===== src/rtl/wexPkg.sv =====
/*
 Shared widths, types and constants of the WEX decode stage.
 Op prefixes are matched on bits 31:27 only; bit 26 is the per-class flag.
 QUEUE_DEPTH must be at least 2.
 */
package wexPkg;

	typedef logic [5:0] regIdT;
	typedef logic [32:0] immT;
	typedef logic [7:0] uCmdT;	// 7:6 condition, 5:0 operation
	typedef logic [7:0] uIxtT;
	typedef logic [31:0] opWordT;
	typedef logic [95:0] bundleWordT;	// Word0 in bits 31:0
	typedef logic [1:0] opCountT;
	typedef logic [1:0] condT;

	localparam regIdT GR_ZZR = 6'd63;

	localparam condT COND_AL = 2'd0;
	localparam condT COND_CT = 2'd2;
	localparam condT COND_CF = 2'd3;

	localparam int LANES = 3;

	localparam int QUEUE_DEPTH = 4;
	localparam int QUEUE_PTR_W = $clog2(QUEUE_DEPTH);
	typedef logic [QUEUE_PTR_W-1:0] qPtrT;
	typedef logic [$clog2(QUEUE_DEPTH + 1)-1:0] qCountT;

	localparam logic [1:0] ADDR_COMMIT = 2'd2;
	localparam logic [1:0] ADDR_CTRL = 2'd3;

	// Low bit of each pattern is the flag position
	localparam logic [5:0] PFX_PRED = 6'b111000;
	localparam logic [5:0] PFX_UNCOND = 6'b111100;

endpackage

===== src/rtl/bundleStreamIf.sv =====
/*
 One fetch window with its wide-execute bit and a valid/ready handshake.
 Valid and payload hold until the transfer edge.
 */
interface bundleStreamIf;
	import wexPkg::*;

	logic valid;
	logic ready;
	bundleWordT bundle;
	logic wxe;

	modport source (output valid, output bundle, output wxe, input ready);
	modport sink (input valid, input bundle, input wxe, output ready);

endinterface


===== src/rtl/wexDecodeTop.sv =====
/*
 WEX decode stage. Wishbone classic write port in, registered decoded lanes out.
 Commit ack to decodeValid is 2 cycles when queue and output are free.
 */
module wexDecodeTop (
	input logic clock,
	input logic arstN,
	input logic wbCyc,
	input logic wbStb,
	input logic wbWe,
	input logic [1:0] wbAdr,
	input wexPkg::opWordT wbDatW,
	output wexPkg::opWordT wbDatR,
	output logic wbAck,
	input logic decodeReady,
	output logic decodeValid,
	output wexPkg::opCountT opCount,
	output wexPkg::regIdT regAM, regAO, regAN,
	output wexPkg::regIdT regBM, regBO, regBN,
	output wexPkg::regIdT regCM, regCO, regCN,
	output wexPkg::immT immA, immB, immC,
	output wexPkg::uCmdT uCmdA, uCmdB, uCmdC,
	output wexPkg::uIxtT uIxtA, uIxtB, uIxtC
);

	logic queueFull;

	bundleStreamIf wrToQueue ();
	bundleStreamIf queueToDec ();

	wbBundleWriter uWriter (
		.clock,
		.arstN,
		.wbCyc,
		.wbStb,
		.wbWe,
		.wbAdr,
		.wbDatW,
		.queueFull,
		.wbDatR,
		.wbAck,
		.wxeOut(),	// Readable through the control register
		.bundleOut(wrToQueue)
	);

	bundleQueue uQueue (
		.clock,
		.arstN,
		.inBundle(wrToQueue),
		.outBundle(queueToDec),
		.full(queueFull)
	);

	bundleDecode uDecode (
		.*,
		.inBundle(queueToDec)
	);

endmodule


===== src/rtl/bundleDecode.sv =====
/*
 Routes up to three decoded ops into lanes A/B/C and registers the result.
 In a WEX chain the last op lands in lane A. Idle lanes carry ZZR fields.
 Output holds while decodeValid is high and decodeReady is low.
 */
module bundleDecode (
	input logic clock,
	input logic arstN,
	input logic decodeReady,
	bundleStreamIf.sink inBundle,
	output logic decodeValid,
	output wexPkg::opCountT opCount,
	output wexPkg::regIdT regAM, regAO, regAN,
	output wexPkg::regIdT regBM, regBO, regBN,
	output wexPkg::regIdT regCM, regCO, regCN,
	output wexPkg::immT immA, immB, immC,
	output wexPkg::uCmdT uCmdA, uCmdB, uCmdC,
	output wexPkg::uIxtT uIxtA, uIxtB, uIxtC
);
	import wexPkg::*;

	regIdT dRegN [LANES];
	regIdT dRegM [LANES];
	regIdT dRegO [LANES];
	immT dImm [LANES];
	uCmdT dCmd [LANES];
	uIxtT dIxt [LANES];
	logic dWex [LANES];

	logic [1:0] src [LANES];
	logic used [LANES];
	regIdT idleM [LANES];
	regIdT idleO [LANES];

	regIdT nRegN [LANES];
	regIdT nRegM [LANES];
	regIdT nRegO [LANES];
	immT nImm [LANES];
	uCmdT nCmd [LANES];
	uIxtT nIxt [LANES];
	opCountT nCount;

	logic wA;
	logic wB;
	logic load;

	for (genvar i = 0; i < LANES; i++) begin : gLane
		laneDecode uLaneDecode (
			.word(inBundle.bundle[i*$bits(opWordT) +: $bits(opWordT)]),
			.regN(dRegN[i]),
			.regM(dRegM[i]),
			.regO(dRegO[i]),
			.imm(dImm[i]),
			.uCmd(dCmd[i]),
			.uIxt(dIxt[i]),
			.isUncondWex(dWex[i])
		);
	end

	assign wA = dWex[0] && inBundle.wxe;
	assign wB = dWex[1] && inBundle.wxe;

	always_comb begin
		for (int l = 0; l < LANES; l++) begin
			src[l] = 2'd0;
			used[l] = 1'b0;
			idleM[l] = GR_ZZR;
			idleO[l] = GR_ZZR;
		end
		nCount = 2'd1;
		if (wA && wB) begin
			src[0] = 2'd2;
			src[1] = 2'd1;
			used[0] = 1'b1;
			used[1] = 1'b1;
			used[2] = 1'b1;
			nCount = 2'd3;
		end else if (wA) begin
			src[0] = 2'd1;	// Word1 ends the chain
			used[0] = 1'b1;
			used[1] = 1'b1;
			idleM[2] = dRegN[0];
			idleO[2] = dRegN[1];
			nCount = 2'd2;
		end else begin
			used[0] = 1'b1;
			idleO[1] = dRegN[0];
			idleO[2] = dRegN[0];
		end
	end

	always_comb begin
		for (int l = 0; l < LANES; l++) begin
			if (used[l]) begin
				nRegN[l] = dRegN[src[l]];
				nRegM[l] = dRegM[src[l]];
				nRegO[l] = dRegO[src[l]];
				nImm[l] = dImm[src[l]];
				nCmd[l] = dCmd[src[l]];
				nIxt[l] = dIxt[src[l]];
			end else begin
				nRegN[l] = GR_ZZR;
				nRegM[l] = idleM[l];
				nRegO[l] = idleO[l];
				nImm[l] = '0;
				nCmd[l] = '0;
				nIxt[l] = '0;
			end
		end
	end

	assign inBundle.ready = !decodeValid || decodeReady;
	assign load = inBundle.valid && inBundle.ready;

	always_ff @(posedge clock or negedge arstN) begin
		if (!arstN) begin
			decodeValid <= 1'b0;
		end else if (load) begin
			decodeValid <= 1'b1;
		end else if (decodeReady) begin
			decodeValid <= 1'b0;
		end
	end

	always_ff @(posedge clock) begin
		if (load) begin
			opCount <= nCount;
			regAN <= nRegN[0];
			regAM <= nRegM[0];
			regAO <= nRegO[0];
			immA <= nImm[0];
			uCmdA <= nCmd[0];
			uIxtA <= nIxt[0];
			regBN <= nRegN[1];
			regBM <= nRegM[1];
			regBO <= nRegO[1];
			immB <= nImm[1];
			uCmdB <= nCmd[1];
			uIxtB <= nIxt[1];
			regCN <= nRegN[2];
			regCM <= nRegM[2];
			regCO <= nRegO[2];
			immC <= nImm[2];
			uCmdC <= nCmd[2];
			uIxtC <= nIxt[2];
		end
	end

endmodule


===== src/rtl/laneDecode.sv =====
/*
 Combinational decode of one 32-bit op word.
 isUncondWex ignores the bundle's wxe bit; the bundle decoder gates it.
 */
module laneDecode (
	input wexPkg::opWordT word,
	output wexPkg::regIdT regN,
	output wexPkg::regIdT regM,
	output wexPkg::regIdT regO,
	output wexPkg::immT imm,
	output wexPkg::uCmdT uCmd,
	output wexPkg::uIxtT uIxt,
	output logic isUncondWex
);
	import wexPkg::*;

	logic isPred;
	logic isUncond;
	condT cond;

	assign isPred = (word[31:27] == PFX_PRED[5:1]);
	assign isUncond = (word[31:27] == PFX_UNCOND[5:1]);

	assign regN = word[25:20];
	assign regM = word[19:14];
	assign regO = word[13:8];
	assign imm = {{19{word[13]}}, word[13:0]};	// Sign extend to 33 bits
	assign uIxt = word[7:0];

	always_comb begin
		if (isPred) begin
			cond = word[26] ? COND_CF : COND_CT;	// Bit 26 picks predicate-false
		end else begin
			cond = COND_AL;
		end
	end

	assign uCmd = {cond, word[5:0]};
	assign isUncondWex = isUncond && word[26];

endmodule


===== src/rtl/bundleQueue.sv =====
/*
 Circular FIFO of committed bundles, QUEUE_DEPTH entries, no bypass.
 A pushed entry appears at the output after the push edge.
 */
module bundleQueue (
	input logic clock,
	input logic arstN,
	bundleStreamIf.sink inBundle,
	bundleStreamIf.source outBundle,
	output logic full
);
	import wexPkg::*;

	bundleWordT memBundle [QUEUE_DEPTH];
	logic memWxe [QUEUE_DEPTH];
	qPtrT wrPtr;
	qPtrT rdPtr;
	qCountT count;
	logic push;
	logic pop;

	function automatic qPtrT nextPtr(input qPtrT ptr);
		return (ptr == qPtrT'(QUEUE_DEPTH - 1)) ? '0 : ptr + 1'b1;
	endfunction

	assign full = (count == qCountT'(QUEUE_DEPTH));
	assign inBundle.ready = !full;
	assign outBundle.valid = (count != '0);
	assign push = inBundle.valid && !full;
	assign pop = outBundle.valid && outBundle.ready;

	assign outBundle.bundle = memBundle[rdPtr];
	assign outBundle.wxe = memWxe[rdPtr];

	always_ff @(posedge clock) begin
		if (push) begin
			memBundle[wrPtr] <= inBundle.bundle;
			memWxe[wrPtr] <= inBundle.wxe;
		end
	end

	always_ff @(posedge clock or negedge arstN) begin
		if (!arstN) begin
			wrPtr <= '0;
			rdPtr <= '0;
			count <= '0;
		end else begin
			if (push) begin
				wrPtr <= nextPtr(wrPtr);
			end
			if (pop) begin
				rdPtr <= nextPtr(rdPtr);
			end
			case ({push, pop})
				2'b10: count <= count + 1'b1;
				2'b01: count <= count - 1'b1;
				default: count <= count;	// Both or neither
			endcase
		end
	end

endmodule


===== src/rtl/wbBundleWriter.sv =====
/*
 Wishbone classic slave gathering three op words into a bundle.
 Word2 is not stored; the address-2 write commits it straight from the bus.
 A commit write stalls without ack until the queue has room.
 Master must hold cyc, stb, we, adr and data until ack.
 */
module wbBundleWriter (
	input logic clock,
	input logic arstN,
	input logic wbCyc,
	input logic wbStb,
	input logic wbWe,
	input logic [1:0] wbAdr,
	input wexPkg::opWordT wbDatW,
	input logic queueFull,
	output wexPkg::opWordT wbDatR,
	output logic wbAck,
	output logic wxeOut,
	bundleStreamIf.source bundleOut
);
	import wexPkg::*;

	opWordT word0;
	opWordT word1;
	logic wxe;
	logic request;
	logic commitReq;
	logic wrEdge;

	assign request = wbCyc && wbStb && !wbAck;
	assign commitReq = wbWe && (wbAdr == ADDR_COMMIT);
	assign wrEdge = wbAck && wbWe;	// Writes land on the ack edge

	always_ff @(posedge clock or negedge arstN) begin
		if (!arstN) begin
			wbAck <= 1'b0;
		end else begin
			wbAck <= request && (!commitReq || bundleOut.ready);
		end
	end

	always_ff @(posedge clock or negedge arstN) begin
		if (!arstN) begin
			wxe <= 1'b0;
		end else if (wrEdge && (wbAdr == ADDR_CTRL)) begin
			wxe <= wbDatW[0];
		end
	end

	always_ff @(posedge clock) begin
		if (wrEdge && (wbAdr == 2'd0)) begin
			word0 <= wbDatW;
		end
		if (wrEdge && (wbAdr == 2'd1)) begin
			word1 <= wbDatW;
		end
	end

	assign wbDatR = (wbAdr == ADDR_CTRL) ? {30'b0, queueFull, wxe} : '0;

	// Push happens on the ack edge of the commit write
	assign bundleOut.valid = wbAck && commitReq;
	assign bundleOut.bundle = {wbDatW, word1, word0};
	assign bundleOut.wxe = wxe;
	assign wxeOut = wxe;

endmodule


===== config.mk =====
export PLATFORM = sky130hd
export DESIGN_NAME = wexDecodeTop
export DESIGN_NICKNAME = d
export VERILOG_FILES = /design/src/rtl/wexPkg.sv /design/src/rtl/bundleStreamIf.sv /design/src/rtl/wexDecodeTop.sv /design/src/rtl/bundleDecode.sv /design/src/rtl/laneDecode.sv /design/src/rtl/bundleQueue.sv /design/src/rtl/wbBundleWriter.sv
export SDC_FILE = /design/constraint.sdc
export NUM_CORES = 1
export LEC_CHECK = 0
export ABC_CLOCK_PERIOD_IN_PS = 15050
export BUFFER_PORTS_ARGS = -buffer_cell sky130_fd_sc_hd__buf_2
export CAP_MARGIN = 20
export CORE_ASPECT_RATIO = 0.8
export CORE_MARGIN = 4
export CORE_UTILIZATION = 64
export CTS_BUF_LIST = sky130_fd_sc_hd__clkbuf_4
export DETAILED_ROUTE_END_ITERATION = 8
export PLACE_DENSITY = 0.9
export SLEW_MARGIN = 0
export SYNTH_ARGS = -nofsm -noshare
export SYNTH_HDL_FRONTEND = slang
export SYNTH_SLANG_ARGS = --single-unit

===== constraint.sdc =====
create_clock -name clock -period 15.05 [get_ports clock]
set_clock_uncertainty 0.05 [all_clocks]
set_input_delay 2.2575 -clock clock [delete_from_list [all_inputs] [get_ports clock]]
set_output_delay 2.2575 -clock clock [all_outputs]
set_load 0.02 [all_outputs]

==> impl_metrics.ini, run 1 <==
[logic_synthesis]
synthTopCellsByArea = edfxtp_1 (76%), mux4_2 (8.9%), buf_4 (4.7%), nand2_1 (2.1%), dfrtp_1 (1.2%)
synth_simple_gate_area_frac = 0.0447
syn-cell-area_um2 = 21700
synth_sequential_area_ratio = 0.772
syn-instance-count = 1155
synthAdderAreaFrac = 0.00438
synth_top_family_by_area = multiplexers
avgSynthCellArea_um2 = 18.8
synthMuxAreaShare = 0.0941
synth-xor-area-share = 0.00121
synthTopCellsByCount = edfxtp_1 (550), buf_4 (136), nand2_1 (124)
yosysTopAreaCell = edfxtp_1
synth_cell_types = 46
synth_edf_count = 550
synthArstFlopShare = 0.0179
synth_compound_area_frac = 0.0239
synth_ff_type = edfxtp_1
yosysTopAreaCellShare = 0.761
post-synth-top-count-cell = edfxtp_1
synth.ff_latch_count = 560
yosys_warnings = 0

[floorplanning]
placementRows = 60
fp.dieH_um = 173
die_area_um2 = 36900
fp.dieW_um = 214
pin_count = 277
start_util = 0.647
core_area_um2 = 33600

[clock_tree]
hold_buffers = 0
htree_levels = 4
cts_buffers = 130
root_buffer = clkbuf_4
clk_pin_slew_ps = 70
cts.repair.resized = 0
ctsLongestPathBuffers = 3
cts_sinks = 560
post_cts_buffers = 0
clkLatencyLatePin_ps = 780
cts_tree = built

[sta]
fin_crit_sh = 0.334
slew_headroom = 0.366
finalHoldViolations = 0
drv_slew = 0
final-setup-viol-count = 0
rsz0062_at_grt = false
max_freq_mhz = 199
fin_crit_ps = 5020
worst_pin_slew_ps = 951
setup_tns_ps = 0

[routing]
drc = 0
wl_um = 46000
wl_per_cell_um = 24.1
drt_iter0_drc = 1461
dr_total_vias = 11500
drtAntennaViolNets = 0
drt-pass1-iter-count = 5
viasPerCell = 6.00

[finish]
largest_register_ffs = 384
area_growth_pct = 11.3
largestRegisters = uQueue.memBundle (384), uWriter.word0 (32), uWriter.word1 (32)
final_layout_size_suffix_gt1_frac = 0.379
final_util = 0.720
nets = 1443
fin_area_um2 = 24200
top_register = uQueue.memBundle

[power]
p_leak_uw = 0.00851
ir_drop_v = 0.0000941
p_per_area_nw_per_um2 = 174

[global_route]
grt_start_max_net_pins = 76
grt_pass1_wl_um = 69800
grt_usage = 0.248
grt-ovfl-total = 0
antenna_found_initial = 5
grt_pass1_vias = 11800

[critical_path]
crit_path_max_fanout = 6
cp.required_ps = 12740
cp_data_arrival_time_ps = 2710
startpoint_type = input pin
crit_type = input pin to primary output
end_kind = primary output

[place]
placed_area_um2 = 22500
place.gp.congestion = 0.762
io_buffer_count = 246
dp.final_hpwl_um = 26700

[min_path]
hold_path.class = flop to flop

[job]
cap_viol_max_count = 0

[outcome]
outcome = completed
[critical path, stage by stage]
cell,delay [ps]
buf_2,140
and3_1,160
buf_2,160
[cell families after synthesis]
kind of cell | Yosys count
compound gates | 89
mux | 96
xor+xnor | 3
simple gates | 204
buf+inv | 195
flops | 560
other cells | 1
fa+ha+maj | 7
[power breakdown]
group	total (µW)	switching (µW)	leakage, µW	internal [µW]
Clock	1200	560	0.000959	642
Combinational	1030	644	0.00247	391
Sequential	1960	117	0.00508	1840
Total	4200	1320	0.00851	2870
[metrics by stage]
step                      hold WS (ps)  std cells  setup slack [ps]  power (µW)
after global placement             415       1696              9860        2990
after global routing               455       1912              9960        4400
after floorplan                    407       1188              6150        2810
after detailed placement           428       1697              9710        3020
after CTS                          410       1908             10030        4220
final                              424       1912             10030        4200
[path summary, 6_finish.rpt]
path | cells past startpoint | to | startpoint | slack [ps]
setup / recovery | 3 | wbDatR[1] | wbAdr[1] | 10030
min in group asynchronous | 1 | uWriter.bundleOut.wxe | arstN | 1290
setup reg to reg | 7 | uDecode.uIxtA[2] | uQueue.rdPtr[0] | 11060
hold reg to reg | 0 | uQueue.memBundle[2][50] | uWriter.word1[18] | 420
max in group asynchronous | 1 | uQueue.rdPtr[1] | arstN | 13430
hold / removal | 0 | uQueue.memBundle[2][50] | uWriter.word1[18] | 420
[cell type report]
type	count	area, µm²
flip-flops and latches	560	16800
fillers	1911	9400
multi-input cells	433	3810
clock buffers	183	1370
repair buffers	260	1360
well taps	434	543
clock inverters	28	241
inverters	11	41.3
diodes	3	7.51
[layer usage]
| metal | wire length, µm | global-route usage | up-vias |
|---|---|---|---|
| met5 | 26 | 0 | - |
| met4 | 1260 | 0.0969 | 4 |
| met3 | 4600 | 0.0682 | 113 |
| met2 | 23800 | 0.416 | 792 |
| met1 | 16400 | 0.315 | 5672 |
| li1 | - | - | 4885 |
[cells in the final DEF (no fill, tap or decap), drive strengths merged, types with 2 or more instances in the layout]
cell type	instances
clkinv	20
edfxtp	550
o21ai	3
a31oi	35
o22ai	2
and3	17
nor3	2
inv	14
clkbuf	183
nor3b	3
or4b	2
buf	260
nor2b	5
a21boi	2
nand2	125
dfrtp	10
mux2i	5
and2	10
bufinv	5
ha	6
diode	3
mux4	86
a21oi	41
or3	6
nand3	19
xor2	2
a311oi	2
mux2	5
conb	34
nor2	7
nand4	2
Note: power is estimated with default switching activity, not from simulation.
==> run 2, diff against run 1 <==
--- a/config.mk
+++ b/config.mk
@@ -5,15 +5,15 @@
 export SDC_FILE = /design/constraint.sdc
 export NUM_CORES = 1
 export LEC_CHECK = 0
-export ABC_CLOCK_PERIOD_IN_PS = 15050
+export ABC_CLOCK_PERIOD_IN_PS = 5100
 export BUFFER_PORTS_ARGS = -buffer_cell sky130_fd_sc_hd__buf_2
 export CAP_MARGIN = 20
 export CORE_ASPECT_RATIO = 0.8
 export CORE_MARGIN = 4
-export CORE_UTILIZATION = 64
+export CORE_UTILIZATION = 60
 export CTS_BUF_LIST = sky130_fd_sc_hd__clkbuf_4
 export DETAILED_ROUTE_END_ITERATION = 8
-export PLACE_DENSITY = 0.9
+export PLACE_DENSITY = 0.85
 export SLEW_MARGIN = 0
 export SYNTH_ARGS = -nofsm -noshare
 export SYNTH_HDL_FRONTEND = slang
==> constraint.sdc (replaced) <==
create_clock -name clock -period 5.1 [get_ports clock]
set_clock_uncertainty 0.05 [all_clocks]
set_input_delay 0.765 -clock clock [delete_from_list [all_inputs] [get_ports clock]]
set_output_delay 0.765 -clock clock [all_outputs]
set_load 0.02 [all_outputs]
==> impl_metrics.ini, run 2 (synthesis results as in run 1) <==
[floorplanning]
pin_count = 277
fp.dieH_um = 178
placementRows = 62
fp.dieW_um = 221
start_util = 0.606
die_area_um2 = 39300
core_area_um2 = 35800

[global_route]
grt_pass1_vias = 11200
antenna_found_initial = 3
grt_start_max_net_pins = 67
grt_pass1_wl_um = 63900
grt_usage = 0.219
grt-ovfl-total = 0

[min_path]
worstHoldEndpoint = uDecode.decodeValid
hold_path.class = input pin to flop
hp-start = decodeReady
worstHoldPathCells = 2

[critical_path]
r2r_slack_ps = 1400
crit_path_max_fanout = 50
crit_chain = mux4_2, and2_2, nand2_4, inv_2, buf_4, a31oi_1
startpoint_type = flop
end_kind = flop
cp_data_arrival_time_ps = 4150
max_stage_delay_ps = 1040
path_buf_inv = 2
r2r-end = uDecode.uIxtA[0]
reg2reg_from = uQueue.rdPtr[0]
r2r_cells = 6
cp.required_ps = 5560
cp-startpoint = uQueue.rdPtr[0]
crit_type = flop to flop
cp_slowest_cell = dfrtp_4
path_delay_family = flip-flops

[place]
place_inst = 1751
io_buffer_count = 246
place.gp.congestion = 0.809
dp.final_hpwl_um = 26400

[sta]
fin_crit_ps = 3700
hold_slack_ps = 116
worst_pin_slew_ps = 968
rsz0062_at_grt = false
final-setup-viol-count = 0
max_freq_mhz = 271
fin_crit_sh = 0.725
finalHoldViolations = 0
setup_tns_ps = 0
drv_slew = 0
slew_headroom = 0.355

[finish]
largest_register_ffs = 384
multiInputGateArea_um2 = 3810
final_common_cell = edfxtp_1
regArea_um2 = 16800
largestRegisters = uQueue.memBundle (384), uWriter.word0 (32), uWriter.word1 (32)
final_util = 0.674
stdcell_count = 1960
n_fill_cell = 2274
area_growth_pct = 11.2
nets = 1441
final_layout_size_suffix_gt1_frac = 0.376
final_cell_mix = edfxtp_1 (550), buf_2 (246), clkbuf_4 (170)
top_register = uQueue.memBundle

[clock_tree]
cts_buffers = 120
post_cts_buffers = 0
htree_levels = 3
clkLatencyLatePin_ps = 820
root_buffer = clkbuf_4
cts_tree = built
ctsLongestPathBuffers = 3
cts_sinks = 560
clk_pin_slew_ps = 70

[power]
p_total_uw = 12000
combPwrFrac = 0.250
switching_share = 0.317
p_per_area_nw_per_um2 = 498
p_leak_uw = 0.00846
p_int_uw = 8210
p_sw_uw = 3810
power_frac_seq = 0.483
clock_power_share = 0.267
ir_drop_v = 0.000309

[routing]
drtAntennaViolNets = 0
viasPerCell = 5.67
drt-pass1-iter-count = 5
drt_iter0_drc = 1420
wl_um = 42900
dr_total_vias = 11100
drc = 0
wl_per_cell_um = 21.9

[job]
cap_viol_max_count = 0

[outcome]
outcome = completed
## run 2: cell type report
cell class / instances / area share
flip-flops and latches: 560 / 0.695
multi-input cells: 433 / 0.158
repair buffers: 268 / 0.0590
clock buffers: 170 / 0.0529
well taps: 480 / 0.0249
clock inverters: 35 / 0.00850
inverters: 11 / 0.00171
diodes: 3 / 0.000311
## run 2: how the worst max path moves through the flow
stage / depth (start not counted) / slack [ps] / to
after floorplan: 8 / 100 / uQueue.count[2]
after global placement: 6 / 1560 / uDecode.uIxtA[1]
after detailed placement: 6 / 1420 / uDecode.regAN[2]
after CTS: 6 / 1410 / uDecode.immA[11]
after global routing: 6 / 1160 / uDecode.immA[11]
final: 6 / 1400 / uDecode.uIxtA[0]
## run 2: routing by layer
layer / vias to the layer above / global-route usage / share of wire
li1: 4883 / - / -
met1: 5521 / 0.291 / 0.38
met2: 629 / 0.363 / 0.51
met3: 84 / 0.0530 / 0.088
met4: 2 / 0.0743 / 0.022
met5: - / 0 / 0.00030
## run 2: what timing repair did
action / CTS / global route
gates resized for setup: 0 / 0
hold endpoints to repair: 10 / 0
hold buffers: 1 / 0
## run 2: worst reg2reg max path: cells and delay by family (launching register included)
kind,cells,cell delay (ps)
multiplexers,1,410
buffers and inverters,2,700
AO/OA/AOI/OAI,1,190
AND/OR/NAND/NOR,2,1000
flip-flops,1,1040
## run 2: per-stage QoR
stage               setup slack [ps]  cell area, µm²
floorplan                       95.4           21800
global placement                1560           22600
detailed placement              1420           22600
CTS                             1410           24100
global route                    1160           24100
finish                          1400           24100
## run 2: power by group through the flow
stage	clock network (µW)	logic, µW	registers [µW]
after CTS	3280	3020	5820
final	3210	3010	5800
after global routing	3560	3220	5860
after global placement	0	2940	5910
after floorplan	0	2310	5970
after detailed placement	0	3010	5920
==> run 3, diff against run 2 <==
--- a/config.mk
+++ b/config.mk
@@ -5,7 +5,8 @@
 export SDC_FILE = /design/constraint.sdc
 export NUM_CORES = 1
 export LEC_CHECK = 0
-export ABC_CLOCK_PERIOD_IN_PS = 5100
+export ABC_AREA = 1
+export ABC_CLOCK_PERIOD_IN_PS = 3750
 export BUFFER_PORTS_ARGS = -buffer_cell sky130_fd_sc_hd__buf_2
 export CAP_MARGIN = 20
 export CORE_ASPECT_RATIO = 0.8
==> constraint.sdc (replaced) <==
create_clock -name clock -period 3.75 [get_ports clock]
set_clock_uncertainty 0.05 [all_clocks]
set_input_delay 0.5625 -clock clock [delete_from_list [all_inputs] [get_ports clock]]
set_output_delay 0.5625 -clock clock [all_outputs]
set_load 0.02 [all_outputs]
==> impl_metrics.ini, run 3 <==
[clock_tree]
clk_pin_slew_ps = 70
cts_tree = built
htree_levels = 4
clkLatencyLatePin_ps = 810
cts.repair.resized = 0
root_buffer = clkbuf_4
post_cts_buffers = 0
cts_sinks = 560
cts_buffers = 131
ctsLongestPathBuffers = 3

[logic_synthesis]
synthTopCellsByCount = edfxtp_1 (550), nand2_1 (262), nor2_1 (159)
synth-xor-area-share = 0.000786
synth_cell_types = 36
yosysTopAreaCell = edfxtp_1
post-synth-top-count-cell = edfxtp_1
synthTopCellsByArea = edfxtp_1 (74%), buf_4 (4.7%), nand2_1 (4.4%), nor2_1 (2.7%), o21ai_0 (2.5%)
synth.ff_latch_count = 560
synth_ff_type = edfxtp_1
yosysTopAreaCellShare = 0.741
synth_simple_gate_area_frac = 0.103
syn-cell-area_um2 = 22300
synthMuxAreaShare = 0
synth_sequential_area_ratio = 0.752
synthAdderAreaFrac = 0.00427
synthArstFlopShare = 0.0179
synth_compound_area_frac = 0.0644
avgSynthCellArea_um2 = 13.5
synth_top_family_by_area = simple AND/OR/NAND/NOR gates
yosys_warnings = 0
syn-instance-count = 1651
synth_edf_count = 550

[critical_path]
crit_path_max_fanout = 34
r2r_slack_ps = 260
crit_type = flop to flop
end_kind = flop
cp_data_arrival_time_ps = 3980
cp.required_ps = 4240
startpoint_type = flop

[sta]
max_freq_mhz = 287
fin_crit_ps = 3490
drv_slew = 0
rsz0062_at_grt = false
slew_headroom = 0.446
final-setup-viol-count = 0
fin_crit_sh = 0.931
finalHoldViolations = 0
worst_pin_slew_ps = 831
hold_slack_ps = 97.9

[finish]
area_growth_pct = 13.7
final_util = 0.698
largest_register_ffs = 384
largestRegisters = uQueue.memBundle (384), uWriter.word0 (32), uWriter.word1 (32)
stdcell_count = 2484
top_register = uQueue.memBundle
nets = 1960
final_cell_mix = edfxtp_1 (550), nand2_1 (262), buf_2 (246)
n_fill_cell = 2289
final_common_cell = edfxtp_1
final_layout_size_suffix_gt1_frac = 0.247

[global_route]
grt_start_max_net_pins = 191
grt_pass1_wl_um = 80200
grt_pass1_vias = 14200
grt-ovfl-total = 0
grt_usage = 0.259
antenna_found_initial = 8

[routing]
viasPerCell = 5.86
wl_per_cell_um = 21.6
drt-pass1-iter-count = 6
wl_um = 53500
drt_iter0_drc = 2250
drtAntennaViolNets = 0
dr_total_vias = 14600
drc = 0

[power]
p_sw_uw = 7210
combPwrFrac = 0.323
p_per_area_nw_per_um2 = 751
switching_share = 0.379
p_int_uw = 11800
power_frac_seq = 0.415
p_leak_uw = 0.00935
p_total_uw = 19000
clock_power_share = 0.262
ir_drop_v = 0.000696

[place]
place.gp.congestion = 0.885
place_inst = 2225
io_buffer_count = 246
dp.final_hpwl_um = 31800

[floorplanning]
die_area_um2 = 40300
start_util = 0.614
placementRows = 62
core_area_um2 = 36300
pin_count = 277
fp.dieH_um = 180
fp.dieW_um = 223

[job]
cap_viol_max_count = 0

[min_path]
hold_path.class = input pin to async pin

[outcome]
outcome = completed
## run 3: changes by cell type in the layout (fill, tap and decap cells not counted), sizes merged, moves of 17 or more
cell         before  now
a31oi            35    1
and3             17    0
dlygate4sd3       1   35
inv              12   71
mux4             86    0
nand2           125  264
nand3            19  104
nor2              7  162
o21ai             3  125
o22ai             2   48
## run 3: final timing paths
kind / cells past startpoint / from / to
max in group asynchronous: 2 / arstN / uQueue.rdPtr[0]
worst max-delay path: 9 / uQueue.rdPtr[1] / uDecode.regCM[3]
worst min register to register: 0 / uWriter.word1[1] / uQueue.memBundle[0][33]
worst min-delay path: 2 / arstN / uQueue.count[1]
worst max register to register: 9 / uQueue.rdPtr[1] / uDecode.regCM[3]
min in group clock: 4 / wbWe / uWriter.wbAck
## run 3: cell families (layout without fill, tap and decap cells)
| group | count (synthesis) | in the layout |
|---|---|---|
| adder cells (fa/ha/maj) | 7 | 7 |
| other | 1 | 37 |
| AND/OR/NAND/NOR | 553 | 553 |
| flip-flops | 560 | 560 |
| buffers and inverters | 283 | 600 |
| AO/OA/AOI/OAI | 245 | 245 |
| XOR/XNOR | 2 | 2 |
## run 3: repair_timing
item                                    in CTS  in global routing
hold buffers                                35                  0
endpoints found under the setup margin       0                  0
hold endpoints to repair                   191                  0
## run 3: worst max-delay path: stages, from the launching register on
cell      delay, ps
dfrtp_2         650
clkinv_2        570
nand3_1         250
nand2_1          90
nor2_1          140
nand2_1         120
nor2_4          400
nand2_2         470
nand2_1         280
o21ai_0         160
## run 3: power by group through the flow
stage	logic (µW)	clock network (µW)	registers, µW
6_report	6140	4990	7890
5_1_grt	6520	5420	7940
4_1_cts	6030	5060	7900
3_5_place_dp	5920	0	8020
3_3_place_gp	5770	0	8000
2_1_floorplan	4070	0	8430
## run 3: through the flow
stage	setup slack [ps]	instance area [µm²]	TNS [ps]
finish	260	25300	0
floorplan	-318	22400	-123100
CTS	387	25300	0
detailed placement	431	23300	0
global placement	585	23300	0
global route	96.5	25300	0
## run 3: area by class of cell
class / instances / area [µm²] / area share
multi-input combinational: 841 / 4030 / 0.159
clock buffer: 177 / 1330 / 0.0524
inverter: 67 / 258 / 0.0102
sequential: 560 / 16800 / 0.662
antenna: 3 / 7.51 / 0.000296
timing repair buffer: 312 / 1980 / 0.0780
tap: 480 / 601 / 0.0237
clock inverter: 44 / 364 / 0.0144
## run 3: layer usage
layer / vias up / wire length [µm] / GRT usage
li1: 6368 / - / -
met1: 6856 / 19500 / 0.346
met2: 1172 / 25100 / 0.408
met3: 152 / 7120 / 0.0767
met4: 12 / 1750 / 0.0986
met5: - / 81 / 0
